<file path="src/source/sched_cfg_pkg.sv">
// scheduler configuration: address and register widths, payload types, dispatch kinds
package sched_cfg_pkg;

  localparam int vaddr_width    = 39;
  localparam int reg_addr_width = 5;
  localparam int num_regs       = 32;

  typedef logic [31:0]               instr_t;
  typedef logic [vaddr_width-1:0]    vaddr_t;
  typedef logic [reg_addr_width-1:0] reg_addr_t;
  typedef logic [63:0]               int_word_t;
  typedef logic [63:0]               dpath_t;

  // IEEE double layout, kept apart from the integer word
  typedef struct packed {
    logic        sign;
    logic [10:0] exp;
    logic [51:0] mant;
  } fp_word_t;

  typedef enum logic [2:0] {
    e_disp_idle      = 3'd0,
    e_disp_instr     = 3'd1,
    e_disp_fe_exc    = 3'd2,
    e_disp_late_wb   = 3'd3,
    e_disp_resume    = 3'd4,
    e_disp_interrupt = 3'd5,
    e_disp_prefetch  = 3'd6
  } disp_kind_e;

endpackage
</file>
<file path="src/source/sched_pkt_pkg.sv">
// scheduler packets: fetch entries, register writes, commits and dispatch
package sched_pkt_pkg;

  import sched_cfg_pkg::*;

  // exception flags raised by the front end
  typedef struct packed {
    logic illegal_instr;
    logic instr_page_fault;
    logic instr_access_fault;
    logic icache_miss;
  } fe_exc_s;

  typedef struct packed {
    vaddr_t  pc;
    instr_t  instr;
    dpath_t  imm;
    logic    exc_v;
    fe_exc_s exc;
    // operand comes from the fp file when set
    logic    frs1_v;
    logic    frs2_v;
    logic    frs3_v;
  } fetch_entry_s;

  typedef struct packed {
    logic      w_v;
    reg_addr_t rd_addr;
    dpath_t    rd_data;
  } wb_pkt_s;

  typedef struct packed {
    reg_addr_t rd_addr;
    dpath_t    rd_data;
    logic      irf_w_v;
    logic      frf_w_v;
  } late_wb_s;

  typedef struct packed {
    logic   v;
    logic   load_v;
    vaddr_t pc;
    vaddr_t vaddr;
  } commit_s;

  typedef struct packed {
    logic       v;
    disp_kind_e kind;
    vaddr_t     pc;
    instr_t     instr;
    reg_addr_t  rd_addr;
    dpath_t     rs1;
    dpath_t     rs2;
    dpath_t     imm;
    fe_exc_s    exc;
  } dispatch_pkt_s;

endpackage

</file>
<file path="src/source/issue_queue.sv">
// issue queue: circular buffer of fetch entries that returns one credit per dequeue
`timescale 1ns/10ps

module issue_queue
  #(parameter int queue_depth_p = 4)
  (input  logic                         clk_i
   , input  logic                       rst_n_i
   , input  logic                       clear_i
   , input  logic                       fe_v_i
   , input  sched_pkt_pkg::fetch_entry_s fe_entry_i
   , input  logic                       deq_i
   , output logic                       head_v_o
   , output sched_pkt_pkg::fetch_entry_s head_o
   , output logic                       fe_credit_o
  );

  import sched_pkt_pkg::*;

  localparam int ptr_width_lp = (queue_depth_p > 1) ? $clog2(queue_depth_p) : 1;
  localparam int cnt_width_lp = $clog2(queue_depth_p + 1);

  fetch_entry_s            mem_r [queue_depth_p];
  logic [ptr_width_lp-1:0] wptr_r;
  logic [ptr_width_lp-1:0] rptr_r;
  logic [cnt_width_lp-1:0] count_r;
  logic                    credit_r;
  logic                    enq;
  logic                    deq;

  // wrap explicitly, depth need not be a power of two
  function automatic logic [ptr_width_lp-1:0] next_ptr(input logic [ptr_width_lp-1:0] ptr);
    next_ptr = (ptr == ptr_width_lp'(queue_depth_p - 1)) ? '0 : ptr + 1'b1;
  endfunction

  // front end only sends while it holds a credit, so no full check
  assign enq = fe_v_i & ~clear_i;
  assign deq = deq_i & head_v_o;

  always_ff @(posedge clk_i or negedge rst_n_i)
  begin
    if (!rst_n_i)
    begin
      wptr_r   <= '0;
      rptr_r   <= '0;
      count_r  <= '0;
      credit_r <= 1'b0;
    end
    else if (clear_i)
    begin
      // flushed entries give no credit back
      wptr_r   <= '0;
      rptr_r   <= '0;
      count_r  <= '0;
      credit_r <= 1'b0;
    end
    else
    begin
      if (enq)
      begin
        wptr_r <= next_ptr(wptr_r);
      end
      if (deq)
      begin
        rptr_r <= next_ptr(rptr_r);
      end
      count_r  <= count_r + cnt_width_lp'(enq) - cnt_width_lp'(deq);
      credit_r <= deq;
    end
  end

  always_ff @(posedge clk_i)
  begin
    if (enq)
    begin
      mem_r[wptr_r] <= fe_entry_i;
    end
  end

  assign head_v_o    = (count_r != '0);
  assign head_o      = mem_r[rptr_r];
  assign fe_credit_o = credit_r;

endmodule

</file>
<file path="config.mk">
export PLATFORM = sky130hd
export DESIGN_NAME = issue_queue
export DESIGN_NICKNAME = d
export VERILOG_FILES = /design/src/source/sched_cfg_pkg.sv /design/src/source/sched_pkt_pkg.sv /design/src/source/issue_queue.sv
export SDC_FILE = /design/constraint.sdc
export NUM_CORES = 1
export LEC_CHECK = 0
export BUFFER_PORTS_ARGS = -buffer_cell sky130_fd_sc_hd__clkbuf_2
export CAP_MARGIN = 20
export CORE_MARGIN = 2
export CORE_UTILIZATION = 31
export DETAILED_ROUTE_END_ITERATION = 10
export SYNTH_ARGS = -nofsm -noshare
export SYNTH_HDL_FRONTEND = slang
export SYNTH_SLANG_ARGS = --single-unit
export TNS_END_PERCENT = 30
</file>
<file path="constraint.sdc">
create_clock -name clk_i -period 5.1 [get_ports clk_i]
set_input_delay 0.255 -clock clk_i [delete_from_list [all_inputs] [get_ports clk_i]]
set_output_delay 0.255 -clock clk_i [all_outputs]
set_load 0.01 [all_outputs]
</file>
# After elaboration in Yosys (flattened, before gate mapping)
# Memory sizes are Yosys's and may differ from the RTL's.
# Cells that the tools add are included.
# word_totals
n_memories,1
mem_bits_rw,572
rom_bits,0
input_bits,148
reg_bits,8
latchBits,0
elab_cells,27
out_inout_bits,145
# classes
shift,0
order_cmp,0
n_mul,0
mux,10
div_mod_pow,0
reduce_logical,3
eq_ne,2
n_bitwise,3
addsub,4
# mem_list
name,words,width,rd,rd_clocked_by_memory_dff,wr,line,source
mem_r,4,143,1,0,1,issue_queue.sv:22,fetch_entry_s mem_r [queue_depth_p];
# op_table
operator,count
2-bit two-way mux,6
"2-bit by 1-bit adder with 2-bit output, second input constant",2
"2-bit equality test, second input constant",2
2-bit nonzero test,2
3-bit by 1-bit adder with 3-bit output,1
1-bit two-way mux,3
3-bit two-way mux,1
3-bit nonzero test,1
3-bit by 1-bit subtractor with 3-bit output,1
1-bit bitwise AND,2
1-bit inverter,1

# Logic depth before layout (Yosys ltp)
# Gate-level depths: netlist (run 1).
# depth
ltp_word,5
mapped_depth,7

# Worst setup path before layout (run 1)
# No wires, ideal clock.
# synth_path
path_type,reg-to-reg
start,reg wptr_r[0]
end,"mem mem_r[2][0] (netlist bit), enable pin"
setup_slack_ns,0.695
n_path_buf,0
t_required_ns,4.580
arrival_ns,3.886
stages_incl_launch_ff,4
path_cell_list,dfrtp_1 -> inv_1 -> ha_1 -> and2_1
# synth_lines
item,line,source
start: declaration,issue_queue.sv:23,logic [ptr_width_lp-1:0] wptr_r;
start signal: assignment,issue_queue.sv:60,wptr_r <= next_ptr(wptr_r);
end: declaration,issue_queue.sv:22,
# Straight into the memory's write port.

==> impl_metrics.py, run 1 <==
metrics = {
    "outcome": {
        "outcome": "finished clean",
    },
    "clock_tree": {
        "cts_buffers": 60,
        "hold_buffers": 148,
        "tritoncts": "built",
        "path_clk_slew_ns": 0.06,
        "clock_latency_ns": 0.59,
        "clock-sinks": 580,
        "ctsLongestPathBuffers": 3,
        "root_buffer": "clkbuf_16",
        "cts.repair.resized": 0,
        "h-tree-depth": 2,
        "post-cts-setup-buffers": 0,
    },
    "critical_path": {
        "rrSetupSlack_ns": 2.91,
        "critPathLaunchType": "flop",
        "cp-end-kind": "output port",
        "cp_cell_sequence": "buf_12 -> mux4_2 -> clkbuf_2",
        "cp_max_fo": 59,
        "r2r-start": "wptr_r[0]$_DFFE_PN0P_",
        "worstRegToRegCells": 4,
        "critPathKind": "reg -> out",
        "cp_slowest_cell": "dfrtp_4",
        "critPathArrivalTime_ns": 2.73,
        "max_stage_delay_ns": 0.77,
        "critPathRequiredTime_ns": 4.85,
        "r2r-end": "mem_r[2][26]$_DFFE_PP_",
    },
    "placement": {
        "port_buffers": 292,
        "hpwl_um": 24770,
        "gp_congestion": 0.7003,
        "placed_area_sq_um": 23650,
    },
    "layout": {
        "regArea_sq_um": 17380,
        "fillers": 5966,
        "drive_above_1_share": 0.4133,
        "final_nets": 1431,
        "stdcell_area_sq_um": 27060,
        "multi_input_area_sq_um": 3511,
        "syn_to_final_growth_pct": 28.30,
    },
    "yosys": {
        "synthArstFlopShare": 0.01379,
        "synthFlopType": "edfxtp_1",
        "ys_warn_count": 0,
        "synth_area_sq_um": 21090,
        "yosys.area_share.simple": 0.004805,
        "synth_fa_ha_area_frac": 0.004509,
        "synth_compound_area_frac": 0.001009,
        "synth_area_per_cell_sq_um": 26.63,
        "synthesis.nets": 947,
        "synth_top_family_by_area": "multiplexers",
        "synthXorXnorAreaFrac": 0.001483,
        "ys_seq_area_frac": 0.8239,
        "netlist_instances": 792,
        "ys_ff_latch": 580,
        "synthMuxAreaShare": 0.1542,
        "synth_edf_count": 572,
        "ys_types": 25,
    },
    "timing": {
        "finalCriticalPeriod_ns": 2.984,
        "clock.fmax_ghz": 0.3351,
        "slew_violations": 0,
        "max_slew_margin": 0.5335,
        "fin_tns_setup_ns": 0,
        "finClkSkew_ns": 0.01378,
        "period_share": 0.5852,
        "hold_violations": 0,
        "max_slew.worst_pin.slew_ns": 0.6997,
        "rsz0062_at_grt": "no",
        "finalSetupViolCount": 0,
    },
    "global_route": {
        "grt_overflow_total": 0,
        "grt_pass1_vias": 11280,
        "grt_max_degree": 78,
        "antenna_found_initial": 2,
        "grt_pass1_wl_um": 65810,
        "grt.total_usage": 0.1233,
    },
    "floorplanning": {
        "fp.dieW_um": 264.8,
        "fp-row-count": 95,
        "start_util": 0.3135,
        "core_area_sq_um": 67280,
        "io_pins": 293,
        "die_area_sq_um": 70130,
        "die_h_um": 264.8,
    },
    "route": {
        "first_pass_iters": 4,
        "avgViaCountPerCell": 4.532,
        "routedWlPerCell_um": 19.61,
        "wl_um": 43170,
        "drc": 0,
        "drt_iter0_drc": 641,
        "vias": 9974,
        "ant_nets": 0,
    },
    "worst_hold_path": {
        "hold_path_class": "in -> async",
    },
    "power": {
        "peakVddDrop_v": 0.0003102,
        "leakagePower_nw": 9.070,
        "p_per_area_nw_per_um2": 438.1,
    },
    "job": {
        "maxCapViolCount": 0,
    },
}
[synth_stat cells, types with 2 or more instances]
library cell  number  area (sq um)
mux4_2           143          3221
nor2b_1            3         18.77
and2_1             4         25.02
clkbuf_1           6         22.52
nand2b_1           3         18.77
dfrtp_1            8         200.2
inv_1              3         11.26
buf_2             17         85.08
nor2_1             5         18.77
buf_1              2         7.510
edfxtp_1         572         17180
buf_6              7         78.83
mux2i_1            2         20.02
ha_1               6         75.07
[layout make-up]
cell class,count,area share
Sequential cell,580,0.6424
Clock buffer,68,0.05738
Timing Repair Buffer,455,0.1157
Antenna cell,2,0.0001850
Clock inverter,44,0.01378
Inverter,3,0.0004161
Tap cell,873,0.04037
Multi-Input combinational cell,176,0.1297
[placed cells by master (no fill, tap or decap), drive strengths merged, types with 2 or more instances in the layout]
cell type / count
and2: 4
buf: 15
bufinv: 6
clkbuf: 360
clkinv: 32
clkinvlp: 4
dfrtp: 8
diode: 2
dlygate4sd3: 148
edfxtp: 572
ha: 6
inv: 5
mux2i: 2
mux4: 143
nand2b: 3
nor2: 5
nor2b: 3
[power by group]
group | total [mW] | internal, mW | switching, mW
Clock | 4.24 | 2.48 | 1.76
Combinational | 2.16 | 1.09 | 1.08
Sequential | 5.46 | 5.37 | 0.0829
[registers in the layout, summed over array words and instances, names as in the netlist]
name         count
wptr_r           2
fe_credit_o      1
rptr_r           2
mem_r          572
count_r          3
[per-layer routing]
layer,track usage,vias up,part of all wire
li1,-,4424,-
met5,0,-,0
met4,0.03726,0,0.021
met1,0.1487,5252,0.40
met3,0.02908,64,0.053
met2,0.2189,234,0.52
[logic make-up (layout without fill, tap and decap cells)]
logic type | after synthesis | count (layout)
muxes | 146 | 146
adders and majority gates | 7 | 7
buffers and inverters | 36 | 570
other | 0 | 2
xor gates and xnor gates | 2 | 2
AOI/OAI and AO/OA | 3 | 3
and+or+nand+nor | 18 | 18
DFF | 580 | 580
[how the worst max path moves through the flow]
| stage | startpoint | end | slack (ns) | cells after the start |
|---|---|---|---|---|
| 6_report | rptr_r[0]$_DFFE_PN0P_ | head_o[106] | 2.12 | 3 |
| 5_1_grt | rptr_r[0]$_DFFE_PN0P_ | head_o[106] | 1.92 | 3 |
| 4_1_cts | rptr_r[0]$_DFFE_PN0P_ | head_o[106] | 2.00 | 3 |
| 3_5_place_dp | clear_i | mem_r[2][24]$_DFFE_PP_ | 2.60 | 4 |
| 3_3_place_gp | rptr_r[0]$_DFFE_PN0P_ | head_o[0] | 2.67 | 3 |
| 2_1_floorplan | wptr_r[0]$_DFFE_PN0P_ | mem_r[2][0]$_DFFE_PP_ | 0.69 | 3 |
[worst max-delay path, delay by kind of cell (launching register included)]
| kind | cells | cell delay [ns] |
|---|---|---|
| flops | 1 | 0.77 |
| mux | 1 | 0.60 |
| buf+inv | 2 | 0.59 |
[metrics by stage]
stage                     hold WS [ns]  cells  total power [mW]    util  setup WS, ns
after floorplan               -0.04059    792             6.916       -        0.6948
after global placement          0.1203   1939             7.679  0.3515         2.666
after detailed placement        0.1166   1939             7.696  0.3515         2.597
after CTS                      0.09688   2199             12.08  0.4021         1.999
after global routing            0.1182   2201             12.36  0.4022         1.922
final                           0.1065   2201             11.86  0.4022         2.116
No activity file was read; power rests on OpenSTA's default activity.
==> run 2, diff against run 1 <==
==> constraint.sdc (replaced) <==
create_clock -name clk_i -period 2.7 [get_ports clk_i]
set_input_delay 0.135 -clock clk_i [delete_from_list [all_inputs] [get_ports clk_i]]
set_output_delay 0.135 -clock clk_i [all_outputs]
set_load 0.01 [all_outputs]
==> run 2 against run 1 <==
Net effect: final cell count up 1.9%; via count increased by 1.5%; critical path type unchanged; sequential share of layout area down 1.6 points; sequential power is 89% higher; die area stayed put.
==> impl_metrics.py, run 2 (same netlist as run 1, synthesis figures left out) <==
metrics = {
    "outcome": {
        "outcome": "finished clean",
    },
    "clock_tree": {
        "h-tree-depth": 3,
        "path_clk_slew_ns": 0.06,
        "ctsLongestPathBuffers": 3,
        "clock_latency_ns": 0.58,
        "clock-sinks": 580,
        "cts.repair.resized": 0,
        "tritoncts": "built",
        "cts_buffers": 66,
        "hold_buffers": 149,
        "post-cts-setup-buffers": 0,
        "root_buffer": "clkbuf_16",
    },
    "critical_path": {
        "crit_path_frequent_cell": "buf_12",
        "r2r-end": "count_r[2]$_DFF_PN0_",
        "cp-end-kind": "output port",
        "cp_slowest_cell": "dfrtp_4",
        "critPathLaunchType": "flop",
        "cp_cell_sequence": "buf_12 -> buf_12 -> mux4_2 -> clkbuf_2",
        "crit_start": "rptr_r[0]$_DFFE_PN0P_",
        "critPathRequiredTime_ns": 2.57,
        "cp_top_family": "flip-flops",
        "cp_max_fo": 16,
        "endpoint": "head_o[3]",
        "cp_num_buf_inv": 3,
        "worstRegToRegCells": 7,
        "rrSetupSlack_ns": 0.67,
        "critPathArrivalTime_ns": 2.36,
        "max_stage_delay_ns": 0.64,
        "r2r-start": "count_r[1]$_DFF_PN0_",
        "critPathKind": "reg -> out",
        "crit_cells": 4,
    },
    "layout": {
        "top_regs": "mem_r x572, count_r x3",
        "final_nets": 1470,
        "final_cell_mix": "edfxtp_1, clkbuf_2, dlygate4sd3_1",
        "fillers": 5936,
        "largest_reg_flops": 572,
        "utilization": 0.4125,
        "stdcell_count": 2242,
        "drive_above_1_share": 0.4284,
        "stdcell_area_sq_um": 27750,
        "syn_to_final_growth_pct": 31.57,
        "top_register": "mem_r",
        "final_common_cell": "edfxtp_1",
    },
    "route": {
        "routedWlPerCell_um": 19.72,
        "avgViaCountPerCell": 4.517,
        "drc": 0,
        "vias": 10130,
        "drt_iter0_drc": 671,
        "wl_um": 44200,
        "first_pass_iters": 5,
        "ant_nets": 0,
    },
    "global_route": {
        "grt_pass1_vias": 11290,
        "grt.total_usage": 0.1263,
        "grt_overflow_total": 0,
        "grt_max_degree": 65,
        "grt_pass1_wl_um": 66760,
        "antenna_found_initial": 3,
    },
    "power": {
        "comb_power_share": 0.190,
        "total_power_mw": 23.26,
        "seqPwrFrac": 0.442,
        "peakVddDrop_v": 0.0006123,
        "leakagePower_nw": 9.386,
        "switching_power_mw": 5.794,
        "power_frac_clock": 0.367,
        "internal_power_mw": 17.46,
        "swShare": 0.2491,
        "p_per_area_nw_per_um2": 838.2,
    },
    "placement": {
        "hpwl_um": 27150,
        "placed_area_sq_um": 24150,
        "port_buffers": 292,
        "dp.cells": 1971,
        "gp_congestion": 0.7169,
    },
    "floorplanning": {
        "die_h_um": 264.8,
        "die_area_sq_um": 70130,
        "fp.dieW_um": 264.8,
        "fp-row-count": 95,
        "io_pins": 293,
        "start_util": 0.3135,
        "core_area_sq_um": 67280,
    },
    "timing": {
        "finalCriticalPeriod_ns": 2.491,
        "period_share": 0.9227,
        "rsz0062_at_grt": "no",
        "finalSetupViolCount": 0,
        "hold_slack_ns": 0.3038,
        "max_slew.worst_pin.slew_ns": 0.4756,
        "slew_violations": 0,
        "max_slew_margin": 0.6829,
        "clock.fmax_ghz": 0.4014,
        "finClkSkew_ns": 0.01591,
        "hold_violations": 0,
    },
    "job": {
        "maxCapViolCount": 0,
    },
    "worst_hold_path": {
        "hold_path_class": "in -> reg",
        "holdCritStartpoint": "fe_entry_i[122]",
    },
}
[run 2: changes by cell type in the layout (fill, tap and decap cells not counted), sizes merged]
| cell | delta |
|---|---|
| diode | -1 |
| bufinv | -3 |
| inv | +4 |
| buf | +32 |
| clkinv | -2 |
| clkbuf | +10 |
| dlygate4sd3 | +1 |
[run 2: worst reg2reg max path: cells and delay by family (launching register included)]
family	cells	cell delay, ns
buffers and inverters	1	0.05
adder cells (fa/ha/maj)	2	0.56
AND/OR/NAND/NOR	1	0.04
AO/OA/AOI/OAI	1	0.43
flip-flops	1	0.43
XOR/XNOR	2	0.38
[run 2: final cells by class]
class,instances,area [sq um],share of cell area
antenna,1,2.502,0.00009018
timing repair buffer,488,3643,0.1313
inverter,3,11.26,0.0004058
sequential,580,17380,0.6265
clock buffer,78,1760,0.06344
tap,873,1092,0.03936
clock inverter,43,344.1,0.01240
multi-input combinational,176,3511,0.1265
[run 2: how the worst min path moves through the flow]
| stage | endpoint | slack [ns] | cells past startpoint |
|---|---|---|---|
| final | mem_r[2][122]$_DFFE_PP_ | 0.30 | 2 |
| after global routing | mem_r[3][102]$_DFFE_PP_ | 0.28 | 2 |
| after CTS | mem_r[3][104]$_DFFE_PP_ | 0.25 | 2 |
| after detailed placement | fe_credit_o$_DFF_PN0_ | 0.005 | 1 |
| after global placement | fe_credit_o$_DFF_PN0_ | -0.001 | 1 |
| after floorplan | count_r[0]$_DFF_PN0_ | -0.16 | 0 |
[run 2: routing by layer]
| layer | vias up | wire, um | GRT usage |
|---|---|---|---|
| li1 | 4522 | - | - |
| met1 | 5283 | 17520 | 0.1469 |
| met2 | 250 | 23050 | 0.2216 |
| met3 | 69 | 2546 | 0.03353 |
| met4 | 2 | 1072 | 0.05131 |
| met5 | - | 13 | 0 |
[run 2: stage by stage]
stage	TNS, ns	setup WS, ns
after floorplan	-20.27	-0.09528
final	0	0.2086
after global routing	0	0.06011
after global placement	0	0.7032
after CTS	0	0.09563
after detailed placement	0	0.6762
[run 2: power groups by stage]
stage / Sequential, mW / Combinational [mW] / Clock, mW
after global placement: 10.5 / 4.34 / 0
after global routing: 10.3 / 4.75 / 9.16
after floorplan: 10.4 / 2.65 / 0
after detailed placement: 10.5 / 4.36 / 0
final: 10.3 / 4.42 / 8.55
after CTS: 10.3 / 4.57 / 8.83
==> run 3, diff against run 2 <==
--- a/config.mk
+++ b/config.mk
@@ -7,9 +7,12 @@
 export LEC_CHECK = 0
 export BUFFER_PORTS_ARGS = -buffer_cell sky130_fd_sc_hd__clkbuf_2
 export CAP_MARGIN = 20
+export CELL_PAD_IN_SITES_DETAIL_PLACEMENT = 1
+export CELL_PAD_IN_SITES_GLOBAL_PLACEMENT = 2
 export CORE_MARGIN = 2
 export CORE_UTILIZATION = 31
 export DETAILED_ROUTE_END_ITERATION = 10
+export PLACE_DENSITY_LB_ADDON = 0.1
 export SYNTH_ARGS = -nofsm -noshare
 export SYNTH_HDL_FRONTEND = slang
 export SYNTH_SLANG_ARGS = --single-unit
==> run 3 against run 2 <==
Net effect: non-clock buffer count fell by 11; total power is 0.99% higher; critical endpoint is now head_o[89]; highest routed layer is now met4; wire length increased by 9.1%; critical path depth is 1 lower; clock power grew 4.0%.
==> impl_metrics.py, run 3 (same netlist as run 1, synthesis figures left out) <==
metrics = {
    "outcome": {
        "outcome": "finished clean",
    },
    "critical_path": {
        "worstRegToRegCells": 7,
        "r2r-end": "count_r[2]$_DFF_PN0_",
        "endpoint": "head_o[89]",
        "cp_max_fo": 20,
        "critPathLaunchType": "flop",
        "rrSetupSlack_ns": 0.66,
        "cp-end-kind": "output port",
        "crit_start": "rptr_r[0]$_DFFE_PN0P_",
        "r2r-start": "count_r[1]$_DFF_PN0_",
        "critPathKind": "reg -> out",
        "critPathRequiredTime_ns": 2.57,
        "critPathArrivalTime_ns": 2.40,
    },
    "layout": {
        "syn_to_final_growth_pct": 31.17,
        "utilization": 0.4112,
        "top_register": "mem_r",
        "fillers": 6342,
        "regArea_sq_um": 17380,
        "final_common_cell": "edfxtp_1",
        "stdcell_count": 2228,
        "final_cell_mix": "edfxtp_1, clkbuf_2, dlygate4sd3_1",
        "multi_input_area_sq_um": 3511,
        "final_nets": 1460,
        "largest_reg_flops": 572,
        "drive_above_1_share": 0.4225,
        "top_regs": "mem_r x572, count_r x3",
    },
    "floorplanning": {
        "fp.dieW_um": 264.8,
        "start_util": 0.3135,
        "die_area_sq_um": 70130,
        "die_h_um": 264.8,
        "core_area_sq_um": 67280,
        "fp-row-count": 95,
        "io_pins": 293,
    },
    "timing": {
        "finalCriticalPeriod_ns": 2.532,
        "fin_tns_setup_ns": 0,
        "max_slew_margin": 0.5978,
        "slew_violations": 0,
        "hold_slack_ns": 0.3104,
        "clock.fmax_ghz": 0.3950,
        "finalSetupViolCount": 0,
        "rsz0062_at_grt": "no",
        "max_slew.worst_pin.slew_ns": 0.6033,
        "period_share": 0.9377,
        "finClkSkew_ns": 0.01416,
        "hold_violations": 0,
    },
    "route": {
        "avgViaCountPerCell": 4.558,
        "drt_iter0_drc": 422,
        "drc": 0,
        "wl_um": 48210,
        "ant_nets": 0,
        "vias": 10160,
        "first_pass_iters": 4,
        "routedWlPerCell_um": 21.64,
    },
    "placement": {
        "port_buffers": 292,
        "gp_congestion": 0.6843,
        "dp.cells": 1959,
        "hpwl_um": 29270,
    },
    "global_route": {
        "grt_pass1_vias": 11600,
        "antenna_found_initial": 1,
        "grt.busiest_layer": "met2",
        "grt_overflow_total": 0,
        "grt.total_usage": 0.1404,
        "use_met3": 0.03939,
        "grt_max_degree": 78,
        "grt_pass1_wl_um": 73570,
        "met2_usage": 0.2379,
        "grtUsageMet1": 0.1742,
    },
    "clock_tree": {
        "root_buffer": "clkbuf_16",
        "cts_buffers": 67,
        "path_clk_slew_ns": 0.06,
        "clock_latency_ns": 0.58,
        "ctsLongestPathBuffers": 3,
        "hold_buffers": 150,
        "clock-sinks": 580,
        "post-cts-setup-buffers": 0,
        "h-tree-depth": 3,
        "cts.repair.resized": 0,
        "tritoncts": "built",
    },
    "power": {
        "swShare": 0.2476,
        "p_per_area_nw_per_um2": 849.1,
        "peakVddDrop_v": 0.0004330,
        "internal_power_mw": 17.67,
        "switching_power_mw": 5.815,
        "seqPwrFrac": 0.440,
        "total_power_mw": 23.49,
        "leakagePower_nw": 9.340,
        "power_frac_clock": 0.378,
        "comb_power_share": 0.182,
    },
    "job": {
        "maxCapViolCount": 0,
    },
    "worst_hold_path": {
        "hold_path_class": "in -> reg",
    },
}
-- run 3: cell type report --
class | instances | share of cell area
Tap cell | 873 | 0.03948
Antenna cell | 1 | 0.00009046
Sequential cell | 580 | 0.6284
Multi-Input combinational cell | 176 | 0.1269
Clock buffer | 77 | 0.06350
Inverter | 3 | 0.0004071
Clock inverter | 41 | 0.01465
Timing Repair Buffer | 477 | 0.1265
-- run 3: critical path, stage by stage (launching register included) --
cell and delay [ns]:
dfrtp_4 0.71, buf_4 0.38, mux4_2 0.56, clkbuf_2 0.15
-- run 3: worst min-delay path by stage --
stage	end	from	depth (start not counted)
detailed placement	fe_credit_o$_DFF_PN0_	rst_n_i	1
floorplan	count_r[0]$_DFF_PN0_	rst_n_i	0
global placement	fe_credit_o$_DFF_PN0_	rst_n_i	1
global route	mem_r[2][26]$_DFFE_PP_	fe_entry_i[26]	2
CTS	mem_r[2][99]$_DFFE_PP_	fe_entry_i[99]	2
finish	mem_r[0][26]$_DFFE_PP_	fe_entry_i[26]	2
-- run 3: power by group through the flow --
stage	Clock, mW	Sequential (mW)	Combinational [mW]
after floorplan	0	10.4	2.65
after global placement	0	10.5	4.26
after detailed placement	0	10.5	4.25
after CTS	9.23	10.3	4.46
after global routing	9.56	10.4	4.65
final	8.89	10.3	4.27
-- run 3: layer usage --
layer	wire, um	vias to the layer above
met3	2752	72
met1	19990	5387
met5	0	-
met2	24440	223
li1	-	4473
met4	1032	0
-- run 3: stage by stage --
step / instance area [sq um] / worst slack (ns)
2_1_floorplan: 21100 / -0.09528
3_3_place_gp: 24000 / 0.6402
3_5_place_dp: 24000 / 0.6330
4_1_cts: 27660 / 0.05493
5_1_grt: 27660 / 0.01075
6_report: 27660 / 0.1683
